<file path="src/hw/alu_contr_defs.svh">
////////////////////////////////////////
// Field widths and the reset microword of the
// ALU controller. Included by the package and RTL.
////////////////////////////////////////
`ifndef ALU_CONTR_DEFS_SVH
`define ALU_CONTR_DEFS_SVH

`default_nettype none

// microword field widths.
`define ALU_FIELD_W 3  // source, function and destination.
`define ALU_SEL_W   2  // link, carry-in, status and Q select.

// microword decoded while rst is high.
`define ALU_RST_SRC  3'd0  // AQ.
`define ALU_RST_FUNC 3'd0  // ADD.
`define ALU_RST_DEST 3'd1  // NOP, nothing written.
`define ALU_RST_LINK 2'd0  // zero fill.
`define ALU_RST_CIN  2'd0  // carry in held low.
`define ALU_RST_STS  2'd0

`default_nettype wire

`endif

</file>
<file path="src/hw/alu_contr_pkg.sv">
////////////////////////////////////////
// Microword field encodings shared by the
// ALU controller RTL and its testbench.
////////////////////////////////////////
`include "alu_contr_defs.svh"
`default_nettype none

package alu_contr_pkg;

  // operand pair routed to the R and S ports.
  typedef enum logic [`ALU_FIELD_W-1:0] {
    SRC_AQ = 3'd0,
    SRC_AB = 3'd1,
    SRC_ZQ = 3'd2,
    SRC_ZB = 3'd3,
    SRC_ZA = 3'd4,
    SRC_DA = 3'd5,
    SRC_DQ = 3'd6,
    SRC_DZ = 3'd7
  } alu_src_e;

  // codes 3 and up are the logic functions.
  typedef enum logic [`ALU_FIELD_W-1:0] {
    FN_ADD   = 3'd0,
    FN_SUBR  = 3'd1,
    FN_SUBS  = 3'd2,
    FN_OR    = 3'd3,
    FN_AND   = 3'd4,
    FN_NOTRS = 3'd5,
    FN_EXOR  = 3'd6,
    FN_EXNOR = 3'd7
  } alu_func_e;

  typedef enum logic [`ALU_FIELD_W-1:0] {
    DST_QREG  = 3'd0,
    DST_NOP   = 3'd1,
    DST_RAMA  = 3'd2,
    DST_RAMF  = 3'd3,
    DST_RAMQD = 3'd4,  // RAM and Q shift down.
    DST_RAMD  = 3'd5,
    DST_RAMQU = 3'd6,  // RAM and Q shift up.
    DST_RAMU  = 3'd7
  } alu_dest_e;

  // fill for the end entering a shift.
  typedef enum logic [`ALU_SEL_W-1:0] {
    LINK_ZERO  = 2'd0,
    LINK_ROT   = 2'd1,
    LINK_CARRY = 2'd2,
    LINK_ARITH = 2'd3
  } link_sel_e;

  typedef enum logic [`ALU_SEL_W-1:0] {
    CIN_C0   = 2'd0,
    CIN_C1   = 2'd1,
    CIN_STS6 = 2'd2,
    CIN_GPR0 = 2'd3
  } cin_sel_e;

  typedef enum logic [`ALU_SEL_W-1:0] {
    QSEL_HOLD  = 2'd0,
    QSEL_LOAD  = 2'd1,
    QSEL_RIGHT = 2'd2,
    QSEL_LEFT  = 2'd3
  } qsel_e;

endpackage

`default_nettype wire

</file>
<file path="src/hw/alu_shift_if.sv">
////////////////////////////////////////
// Registered shift and carry controls passed
// from the field decoder to the link logic.
////////////////////////////////////////
`timescale 1ns/1ps
`default_nettype none

interface alu_shift_if (
  input logic aluclk,
  input logic rst
);
  import alu_contr_pkg::*;

  logic      shift_up;  // destination 6 or 7.
  logic      shift_dn;  // destination 4 or 5.
  logic      dbl;       // Q shifts along with RAM.
  link_sel_e link_sel;
  cin_sel_e  cin_sel;

  modport src (
    output shift_up,
    output shift_dn,
    output dbl,
    output link_sel,
    output cin_sel
  );

  // clock and reset only serve the checks on the link side.
  modport dst (
    input aluclk,
    input rst,
    input shift_up,
    input shift_dn,
    input dbl,
    input link_sel,
    input cin_sel
  );

endinterface

`default_nettype wire

</file>
<file path="src/hw/alu_field_decode.sv">
////////////////////////////////////////
// Microword field decoder. Samples the fields on
// every aluclk edge and holds the decoded controls.
////////////////////////////////////////
`timescale 1ns/1ps
`include "alu_contr_defs.svh"
`default_nettype none

module alu_field_decode (
  input  logic                     aluclk,
  input  logic                     rst,
  input  alu_contr_pkg::alu_src_e  src,
  input  alu_contr_pkg::alu_func_e func,
  input  alu_contr_pkg::alu_dest_e dest,
  input  alu_contr_pkg::link_sel_e link_sel,
  input  alu_contr_pkg::cin_sel_e  cin_sel,
  input  logic [`ALU_SEL_W-1:0]    sts_ctl,
  output logic                     ra,
  output logic                     rd,
  output logic                     sa,
  output logic                     sb,
  output logic                     rsn,
  output logic                     fsel,
  output logic                     log,
  output logic                     alui4,
  output logic                     alui7,
  output logic                     alui8n,
  output logic                     alud2n,
  output logic                     bdest,
  output alu_contr_pkg::qsel_e     qsel,
  output logic [`ALU_SEL_W-1:0]    csts,
  alu_shift_if.src                 shift
);
  import alu_contr_pkg::*;

  // microword as seen by the decoders.
  alu_src_e              src_w;
  alu_func_e             func_w;
  alu_dest_e             dest_w;
  link_sel_e             link_w;
  cin_sel_e              cin_w;
  logic [`ALU_SEL_W-1:0] sts_w;

  logic [3:0] oper_d;  // {ra, rd, sa, sb}.
  logic [3:0] fn_d;    // {rsn, fsel, log, alui4}.
  logic [3:0] dst_d;   // {alui7, alui8n, alud2n, bdest}.
  logic [2:0] shift_d; // {up, down, double}.
  qsel_e      qsel_d;

  // reset loads the NOP microword through the normal decode path.
  always_comb begin
    if (rst) begin
      src_w  = alu_src_e'(`ALU_RST_SRC);
      func_w = alu_func_e'(`ALU_RST_FUNC);
      dest_w = alu_dest_e'(`ALU_RST_DEST);
      link_w = link_sel_e'(`ALU_RST_LINK);
      cin_w  = cin_sel_e'(`ALU_RST_CIN);
      sts_w  = `ALU_RST_STS;
    end else begin
      src_w  = src;
      func_w = func;
      dest_w = dest;
      link_w = link_sel;
      cin_w  = cin_sel;
      sts_w  = sts_ctl;
    end
  end

  always_comb begin
    oper_d[3] = src_w inside {SRC_AQ, SRC_AB};          // A on R.
    oper_d[2] = src_w inside {SRC_DA, SRC_DQ, SRC_DZ};  // D on R.
    oper_d[1] = src_w inside {SRC_ZA, SRC_DA};          // A on S.
    oper_d[0] = src_w inside {SRC_AB, SRC_ZB};          // B on S.

    fn_d[3] = (func_w == FN_SUBR);
    fn_d[2] = (func_w == FN_SUBS);
    fn_d[1] = func_w inside {FN_OR, FN_AND, FN_NOTRS, FN_EXOR, FN_EXNOR};
    fn_d[0] = func_w[1];

    dst_d[3] = dest_w[1];
    dst_d[2] = ~dest_w[2];
    dst_d[1] = (dest_w != DST_RAMA);  // low only when A goes to Y.
    dst_d[0] = (dest_w != DST_QREG) && (dest_w != DST_NOP);  // RAM written.

    shift_d[2] = dest_w inside {DST_RAMQU, DST_RAMU};
    shift_d[1] = dest_w inside {DST_RAMQD, DST_RAMD};
    shift_d[0] = dest_w inside {DST_RAMQD, DST_RAMQU};
  end

  always_comb begin
    case (dest_w)
      DST_QREG:  qsel_d = QSEL_LOAD;
      DST_RAMQD: qsel_d = QSEL_RIGHT;
      DST_RAMQU: qsel_d = QSEL_LEFT;
      default:   qsel_d = QSEL_HOLD;
    endcase
  end

  always_ff @(posedge aluclk) begin
    {ra, rd, sa, sb}                   <= oper_d;
    {rsn, fsel, log, alui4}            <= fn_d;
    {alui7, alui8n, alud2n, bdest}     <= dst_d;
    {shift.shift_up, shift.shift_dn, shift.dbl} <= shift_d;
    qsel                               <= qsel_d;
    shift.link_sel                     <= link_w;
    shift.cin_sel                      <= cin_w;
    csts                               <= sts_w;
  end

  // the link logic relies on at most one shift direction.
  a_shift_dir: assert property (@(posedge aluclk) disable iff (rst)
    !(shift.shift_up && shift.shift_dn));

endmodule

`default_nettype wire

</file>
<file path="src/hw/alu_link_ctl.sv">
////////////////////////////////////////
// Shift link fill and carry-in select, combinational
// from the held controls and live datapath bits.
////////////////////////////////////////
`timescale 1ns/1ps
`default_nettype none

module alu_link_ctl (
  alu_shift_if.dst shift,
  input  logic     f0,
  input  logic     f15,
  input  logic     q0,
  input  logic     q15,
  input  logic     cry,
  input  logic     sts6,
  input  logic     gpr0,
  output logic     rli,
  output logic     rri,
  output logic     qli,
  output logic     mi,
  output logic     ci
);
  import alu_contr_pkg::*;

  // bit entering RAM bit 15 on a down shift.
  always_comb begin
    rri = 1'b0;
    if (shift.shift_dn) begin
      case (shift.link_sel)
        LINK_ROT:   rri = shift.dbl ? q0 : f0;  // wrap the low end.
        LINK_CARRY: rri = cry;
        LINK_ARITH: rri = f15;                  // sign fill.
        default:    rri = 1'b0;
      endcase
    end
  end

  // bit entering RAM bit 0 on an up shift.
  always_comb begin
    rli = 1'b0;
    if (shift.shift_up) begin
      if (shift.dbl) begin
        rli = q15;  // Q carries into RAM.
      end else begin
        case (shift.link_sel)
          LINK_ROT:   rli = f15;
          LINK_CARRY: rli = cry;
          default:    rli = 1'b0;
        endcase
      end
    end
  end

  // Q picks up the RAM msb only on a double rotate up.
  assign qli = shift.shift_up & shift.dbl & (shift.link_sel == LINK_ROT) & f15;

  assign mi = shift.shift_dn ? f0 : (shift.shift_up ? f15 : 1'b0);

  always_comb begin
    case (shift.cin_sel)
      CIN_C1:   ci = 1'b1;
      CIN_STS6: ci = sts6;
      CIN_GPR0: ci = gpr0;
      default:  ci = 1'b0;
    endcase
  end

  // the held select from the decoder must settle ci once reset is done.
  a_ci_known: assert property (@(posedge shift.aluclk) disable iff (shift.rst)
    !$isunknown(ci));

endmodule

`default_nettype wire

</file>
<file path="src/hw/alu_contr.sv">
////////////////////////////////////////
// ALU controller top level. Takes one microword
// per aluclk and drives the Am2901 control lines.
////////////////////////////////////////
`timescale 1ns/1ps
`include "alu_contr_defs.svh"
`default_nettype none

module alu_contr (
  input  logic                    aluclk,
  input  logic                    rst,
  input  logic [`ALU_FIELD_W-1:0] csalui_src,
  input  logic [`ALU_FIELD_W-1:0] csalui_func,
  input  logic [`ALU_FIELD_W-1:0] csalui_dest,
  input  logic [`ALU_SEL_W-1:0]   csmis,     // link select.
  input  logic [`ALU_SEL_W-1:0]   cscinsel,
  input  logic [`ALU_SEL_W-1:0]   csst,
  input  logic                    f0,
  input  logic                    f15,
  input  logic                    q0,
  input  logic                    q15,
  input  logic                    cry,
  input  logic                    sts6,
  input  logic                    gpr0,
  output logic                    ra,
  output logic                    rd,
  output logic                    sa,
  output logic                    sb,
  output logic                    rsn,
  output logic                    fsel,
  output logic                    log,
  output logic                    alui4,
  output logic                    alui7,
  output logic                    alui8n,
  output logic                    alud2n,
  output logic                    bdest,
  output logic [`ALU_SEL_W-1:0]   qsel,
  output logic                    rli,
  output logic                    rri,
  output logic                    qli,
  output logic                    mi,
  output logic                    ci,
  output logic [`ALU_SEL_W-1:0]   csts
);
  import alu_contr_pkg::*;

  alu_shift_if u_shift_if (
    .aluclk (aluclk),
    .rst    (rst)
  );

  alu_field_decode u_field_decode (
    .aluclk   (aluclk),
    .rst      (rst),
    .src      (alu_src_e'(csalui_src)),
    .func     (alu_func_e'(csalui_func)),
    .dest     (alu_dest_e'(csalui_dest)),
    .link_sel (link_sel_e'(csmis)),
    .cin_sel  (cin_sel_e'(cscinsel)),
    .sts_ctl  (csst),
    .ra       (ra),
    .rd       (rd),
    .sa       (sa),
    .sb       (sb),
    .rsn      (rsn),
    .fsel     (fsel),
    .log      (log),
    .alui4    (alui4),
    .alui7    (alui7),
    .alui8n   (alui8n),
    .alud2n   (alud2n),
    .bdest    (bdest),
    .qsel     (qsel),
    .csts     (csts),
    .shift    (u_shift_if.src)
  );

  alu_link_ctl u_link_ctl (
    .shift (u_shift_if.dst),
    .f0    (f0),
    .f15   (f15),
    .q0    (q0),
    .q15   (q15),
    .cry   (cry),
    .sts6  (sts6),
    .gpr0  (gpr0),
    .rli   (rli),
    .rri   (rri),
    .qli   (qli),
    .mi    (mi),
    .ci    (ci)
  );

endmodule

`default_nettype wire

</file>
<file path="config.mk">
export PLATFORM = sky130hd
export DESIGN_NAME = alu_contr
export DESIGN_NICKNAME = d
export VERILOG_FILES = /design/src/hw/alu_contr_pkg.sv /design/src/hw/alu_shift_if.sv /design/src/hw/alu_field_decode.sv /design/src/hw/alu_link_ctl.sv /design/src/hw/alu_contr.sv
export VERILOG_INCLUDE_DIRS = /design/src /design/src/hw
export SDC_FILE = /design/constraint.sdc
export NUM_CORES = 1
export LEC_CHECK = 0
export ABC_CLOCK_PERIOD_IN_PS = 2800
export BUFFER_PORTS_ARGS = -buffer_cell sky130_fd_sc_hd__buf_2
export CAP_MARGIN = 15
export CORE_AREA = 3 3 45 47
export CTS_BUF_LIST = sky130_fd_sc_hd__clkbuf_4
export DETAILED_ROUTE_END_ITERATION = 16
export DIE_AREA = 0 0 48 50
export HOLD_SLACK_MARGIN = 0.12
export PLACE_DENSITY = 0.93
export SLEW_MARGIN = 0
export SYNTH_ARGS = -nofsm -noshare
export SYNTH_HDL_FRONTEND = slang
export SYNTH_SLANG_ARGS = --single-unit
</file>
<file path="constraint.sdc">
create_clock -name aluclk -period 2.8 [get_ports aluclk]
set_input_delay 0.28 -clock aluclk [delete_from_list [all_inputs] [get_ports aluclk]]
set_output_delay 0.28 -clock aluclk [all_outputs]
set_load 0.05 [all_outputs]
</file>
# == Word level (Yosys, flattened, before mapping) ==
# Cells that the tools add are included.
# word_totals
elab_cells,73
latch_bits,0
memories,0
ram_bits,0
mem_bits_ro,0
reg_bits,23
# op_classes
shifts,0
n_mux,13
reduce_logical,12
div_mod_pow,0
n_bitwise,4
mul,0
n_lt_le_gt_ge,0
addsub,0
n_eq_ne,25
# op_table
cell,count
"equality test 3 bit, second input constant",12
nonzero test 2 bit,6
"equality test 3 x 2 -> 1 bit, second input constant",3
2-to-1 mux 3 bit,3
"equality test 2 bit, second input constant",4
"equality test 3 x 1 -> 1 bit, second input constant",2
logical NOT 3 bit,2
2-to-1 mux 1 bit,6
one-hot mux 1 bit (3 select lines),2
one-hot mux 2 bit (3 select lines),1
nonzero test 3 bit,2
nonzero test 5 bit,1
"equality test 2 x 1 -> 1 bit, second input constant",2
AND 1 bit,3
"inequality test 3 x 1 -> 1 bit, second input constant",1
"inequality test 3 x 2 -> 1 bit, second input constant",1
one-hot mux 1 bit (2 select lines),1
logical AND 1 bit,1
NOT 1 bit,1

# == Logic depth before layout (Yosys ltp) ==
# depth
word_depth,4
depth_mapped,4
depth_no_buf,4

# == Hierarchy ==
# Synthesis repeated with hierarchy kept, for this count alone.
# hier_totals
cells_unflattened,76
area_unflattened_um2,779.5
# by_module_without_submodules
mod,instances,area_per_inst_um2,seq_area_each_um2,cells_per_inst
alu_field_decode,1,625.6,460.4,53
alu_link_ctl,1,153.9,0.0,23

# == Worst setup path after synthesis ==
# Ideal clock, no wire load.
# synth_path
path_type,register to output
from,register u_field_decode.shift.link_sel[0]
to,output rli
t_arrival_ns,1.874
path_stages_with_launch,5
path_slack_ns,0.646
path_buffers,0
cell_sequence,dfxtp_1 inv_1 ha_1 nand2_1 o31ai_1
# synth_via
elab_chain_cells,4
# synth_rtl
element,line_no,text
"start, declared",alu_shift_if.sv:24,"output link_sel,"
"start signal, assigned",alu_field_decode.sv:105,shift.link_sel <= link_w;
equality test 2 bit / equality test 2 x 1 -> 1 bit (equally long branches),alu_link_ctl.sv:45,case (shift.link_sel)
one-hot mux 1 bit (2 select lines) *,alu_link_ctl.sv:45,
2-to-1 mux 1 bit *,alu_link_ctl.sv:42,if (shift.dbl) begin
2-to-1 mux 1 bit *,alu_link_ctl.sv:41,if (shift.shift_up) begin
"end, declared",alu_contr.sv:38,"output logic rli,"
# Every way passes the cells marked *; elsewhere a longest branch is shown, timed or not.

# == Worst setup path in the final report ==
# Ends and elaborated chain as after synthesis.

==> metrics.cfg <==
[outcome]
run_status = finished, final reports clean

[clock_network]
tritoncts.num_buffers = 3
postCtsSetupRepairBufs = 0
post_cts_resized = 0
clock_tree.root_cell = sky130_fd_sc_hd__clkbuf_4
cts_num_sinks = 22
tritoncts = yes
clkSlewWorstSetupHoldPaths_ns = 0.11
cts_max_level = 1
ctsLongestPathBuffers = 2
hold_buffers = 0

[cells_and_area]
synthToLayoutAreaGrowth_pct = 30.9
finish.instance_area_mm2 = 0.00105
final_net_count = 151
insertedDiodeCount = 0
filler_cell_count = 155
post_route_cells_drive_above_1_share_pct = 40.2

[logic_synthesis]
syn_area_per_cell_um2 = 10.6
yosys-top-cells-area = sky130_fd_sc_hd__dfxtp_1 (55%), sky130_fd_sc_hd__ha_1 (6.2%), sky130_fd_sc_hd__nor4b_4 (5.9%)
async_set_reset_flop_share_out_of_synthesis_pct = 0
postSynthCellCount = 76
synth-edff-count = 0
ys_types = 24
synth.yosys.seq_area_share_pct = 54.7
synth.ff_latch_count = 22
synth_common_cells = sky130_fd_sc_hd__dfxtp_1 (22), sky130_fd_sc_hd__nor2_1 (11), sky130_fd_sc_hd__inv_1 (5), sky130_fd_sc_hd__nand2_1 (5), sky130_fd_sc_hd__nor2b_1 (5)
synth_top_area_share_pct = 54.7
syn_area_um2 = 806
syn_nets = 104
ys.flop_type = sky130_fd_sc_hd__dfxtp_1
post-synth-top-count-cell = sky130_fd_sc_hd__dfxtp_1
yosys.area.top_type = sky130_fd_sc_hd__dfxtp_1
ys_warnings = 0

[detailed_routing]
drcViolationCount = 0
routed_wl_um = 1550
total_vias_in_the_final_route = 669
average_vias_per_placed_instance = 4.81
first_iter_violations = 5
post_drt_wl_per_cell_um = 11.1
drt-pass1-iter-count = 3
drtAntennaViolNets = 0

[setup_path]
arrival_ns = 1.55
slowest_stage = sky130_fd_sc_hd__dfxtp_1
endpoint_class_of_the_critical_path = output pin
worstPathBufferInverterCount = 2
required_time_of_the_critical_path_ns = 2.52
critical-path-max-stage-delay_ns = 0.38
setup.worst_path.start_class = flip-flop
cp_max_fo = 3
timing.setup.critical_path_class = flip-flop to output pin
crit_path_cell_trace = inv_1 > ha_1 > nand2_1 > o31ai_1 > buf_2
family_with_the_most_delay_on_the_worst_path = flip-flops

[floorplanning]
fp.dieH_um = 50
fp.coreArea_mm2 = 0.00169
fp-row-count = 15
floorplan.die.width_um = 48
die_area_mm2 = 0.00240
i_o_pins = 45
floorplan.initialDensity_pct = 47.7

[grt]
global_route.overflow_total = 0
grt_pass1_wl_um = 2420
grt.met1_usage_pct = 14.4
pin_count_of_the_biggest_net_entering_global_routing = 18
number_of_global_route_vias_before_repair = 630
global_route.peak_usage_layer = met2
met2_usage_pct = 24.7
grt_util_met3_pct = 4.74
track_usage_pct = 13.4
grt_antenna_before_repair = 0

[timing]
timing.slew.headroom_pct = 78.4
finalHoldViolations = 0
report.final.setup_viol = 0
fin_crit_sh_pct = 65.2
finalWorstPathRequiredPeriod_ns = 1.83
maxClockFrequency_mhz = 548
grt_setup_unrepaired = no
tightest_slew_ns = 0.324
setup_tns_ns = 0
timing_max_transition_violations_final = 0

[power]
vdd.ir_drop.worst_uv = 595
fin_total_pwr_mw = 0.581
power.density_cell_area_mw_per_mm2 = 551
power_leakage_nw = 0.532

[hold_path]
hold_start = csalui_dest[0]
min_to = u_field_decode.qsel[1]
holdCritPathClass = input port to flip-flop
hold_path_cell_cnt = 2

[placement]
port_buffers = 44
post_dp_cell_area_mm2 = 0.00103
routabilityCongestion = 0.602
dp.final_hpwl_um = 1290

[flow_run]
number_of_maximum_capacitance_constraint_violations = 0

-- how the worst max path moves through the flow --
stage                                           from  end  slack [ns]  cells past startpoint
finish              u_field_decode.shift.link_sel[0]  rli        0.97                      5
global route        u_field_decode.shift.link_sel[0]  rli        0.85                      5
CTS                 u_field_decode.shift.link_sel[0]  rli        0.96                      5
detailed placement  u_field_decode.shift.link_sel[0]  rli        1.29                      5
global placement    u_field_decode.shift.link_sel[0]  rli        1.35                      5
floorplan           u_field_decode.shift.link_sel[0]  rli        0.65                      4
-- final cells by class --
class	count	area (um^2)	share of cell area [%]
clock buffer	3	22.5	2.14
clock inverter	1	3.75	0.356
inverter	5	18.8	1.78
multi-input combinational	47	328	31.1
sequential	22	440	41.8
tap	17	21.3	2.02
timing repair buffer	44	220	20.9
-- cells in the final DEF (no fill, tap or decap) --
cell / instances
sky130_fd_sc_hd__a21oi_1: 2
sky130_fd_sc_hd__a22oi_1: 2
sky130_fd_sc_hd__a31oi_1: 1
sky130_fd_sc_hd__and2b_1: 3
sky130_fd_sc_hd__buf_2: 44
sky130_fd_sc_hd__clkbuf_4: 3
sky130_fd_sc_hd__clkinv_1: 1
sky130_fd_sc_hd__dfxtp_1: 22
sky130_fd_sc_hd__ha_1: 4
sky130_fd_sc_hd__inv_1: 5
sky130_fd_sc_hd__mux2i_1: 1
sky130_fd_sc_hd__nand2_1: 5
sky130_fd_sc_hd__nand2b_1: 2
sky130_fd_sc_hd__nand3_1: 1
sky130_fd_sc_hd__nand3b_1: 1
sky130_fd_sc_hd__nor2_1: 11
sky130_fd_sc_hd__nor2b_1: 5
sky130_fd_sc_hd__nor3_1: 1
sky130_fd_sc_hd__nor3b_1: 1
sky130_fd_sc_hd__nor4b_4: 2
sky130_fd_sc_hd__o21ai_0: 1
sky130_fd_sc_hd__o21bai_1: 1
sky130_fd_sc_hd__o31ai_1: 1
sky130_fd_sc_hd__o32ai_1: 1
sky130_fd_sc_hd__xor2_1: 1
-- sequential cells by signal, summed over array words and instances (netlist names) --
register,count
u_field_decode.csts,2
u_field_decode.qsel,2
u_field_decode.shift.cin_sel,2
u_field_decode.shift.link_sel,2
u_field_decode.alud2n,1
u_field_decode.alui4,1
u_field_decode.alui7,1
u_field_decode.alui8n,1
u_field_decode.bdest,1
u_field_decode.fsel,1
u_field_decode.log,1
u_field_decode.ra,1
u_field_decode.rd,1
u_field_decode.rsn,1
u_field_decode.sa,1
u_field_decode.sb,1
u_field_decode.shift.shift_dn,1
u_field_decode.shift.shift_up,1
-- power breakdown --
| part | switching [mW] | internal [mW] |
|---|---|---|
| registers | 0.00579 | 0.328 |
| logic | 0.0767 | 0.0350 |
| clock network | 0.0840 | 0.0517 |
| total | 0.166 | 0.415 |
-- cells by family after synthesis --
| kind of cell | synth area share, % |
|---|---|
| mux | 1.24 |
| simple gates | 24.7 |
| fa+ha+maj | 6.21 |
| buf+inv | 4.66 |
| compound gates | 7.45 |
| xor+xnor | 1.09 |
| flops | 54.7 |
-- through the flow --
step                      hold WS (ns)  util [%]  worst slack (ns)  cells
after floorplan                  0.350         -             0.646     76
after global placement           0.470      60.9              1.35    135
after detailed placement         0.476      60.9              1.29    135
after CTS                        0.159      62.4             0.957    139
after global routing             0.142      62.4             0.855    139
final                            0.166      62.4             0.974    139
-- metal layers --
| layer | vias up | share of wire (%) |
|---|---|---|
| met2 | 27 | 54 |
| met4 | 0 | 0 |
| met5 | - | 0 |
| met3 | 0 | 8.5 |
| met1 | 301 | 37 |
| li1 | 341 | - |
Note: power is estimated with default switching activity, not from simulation.
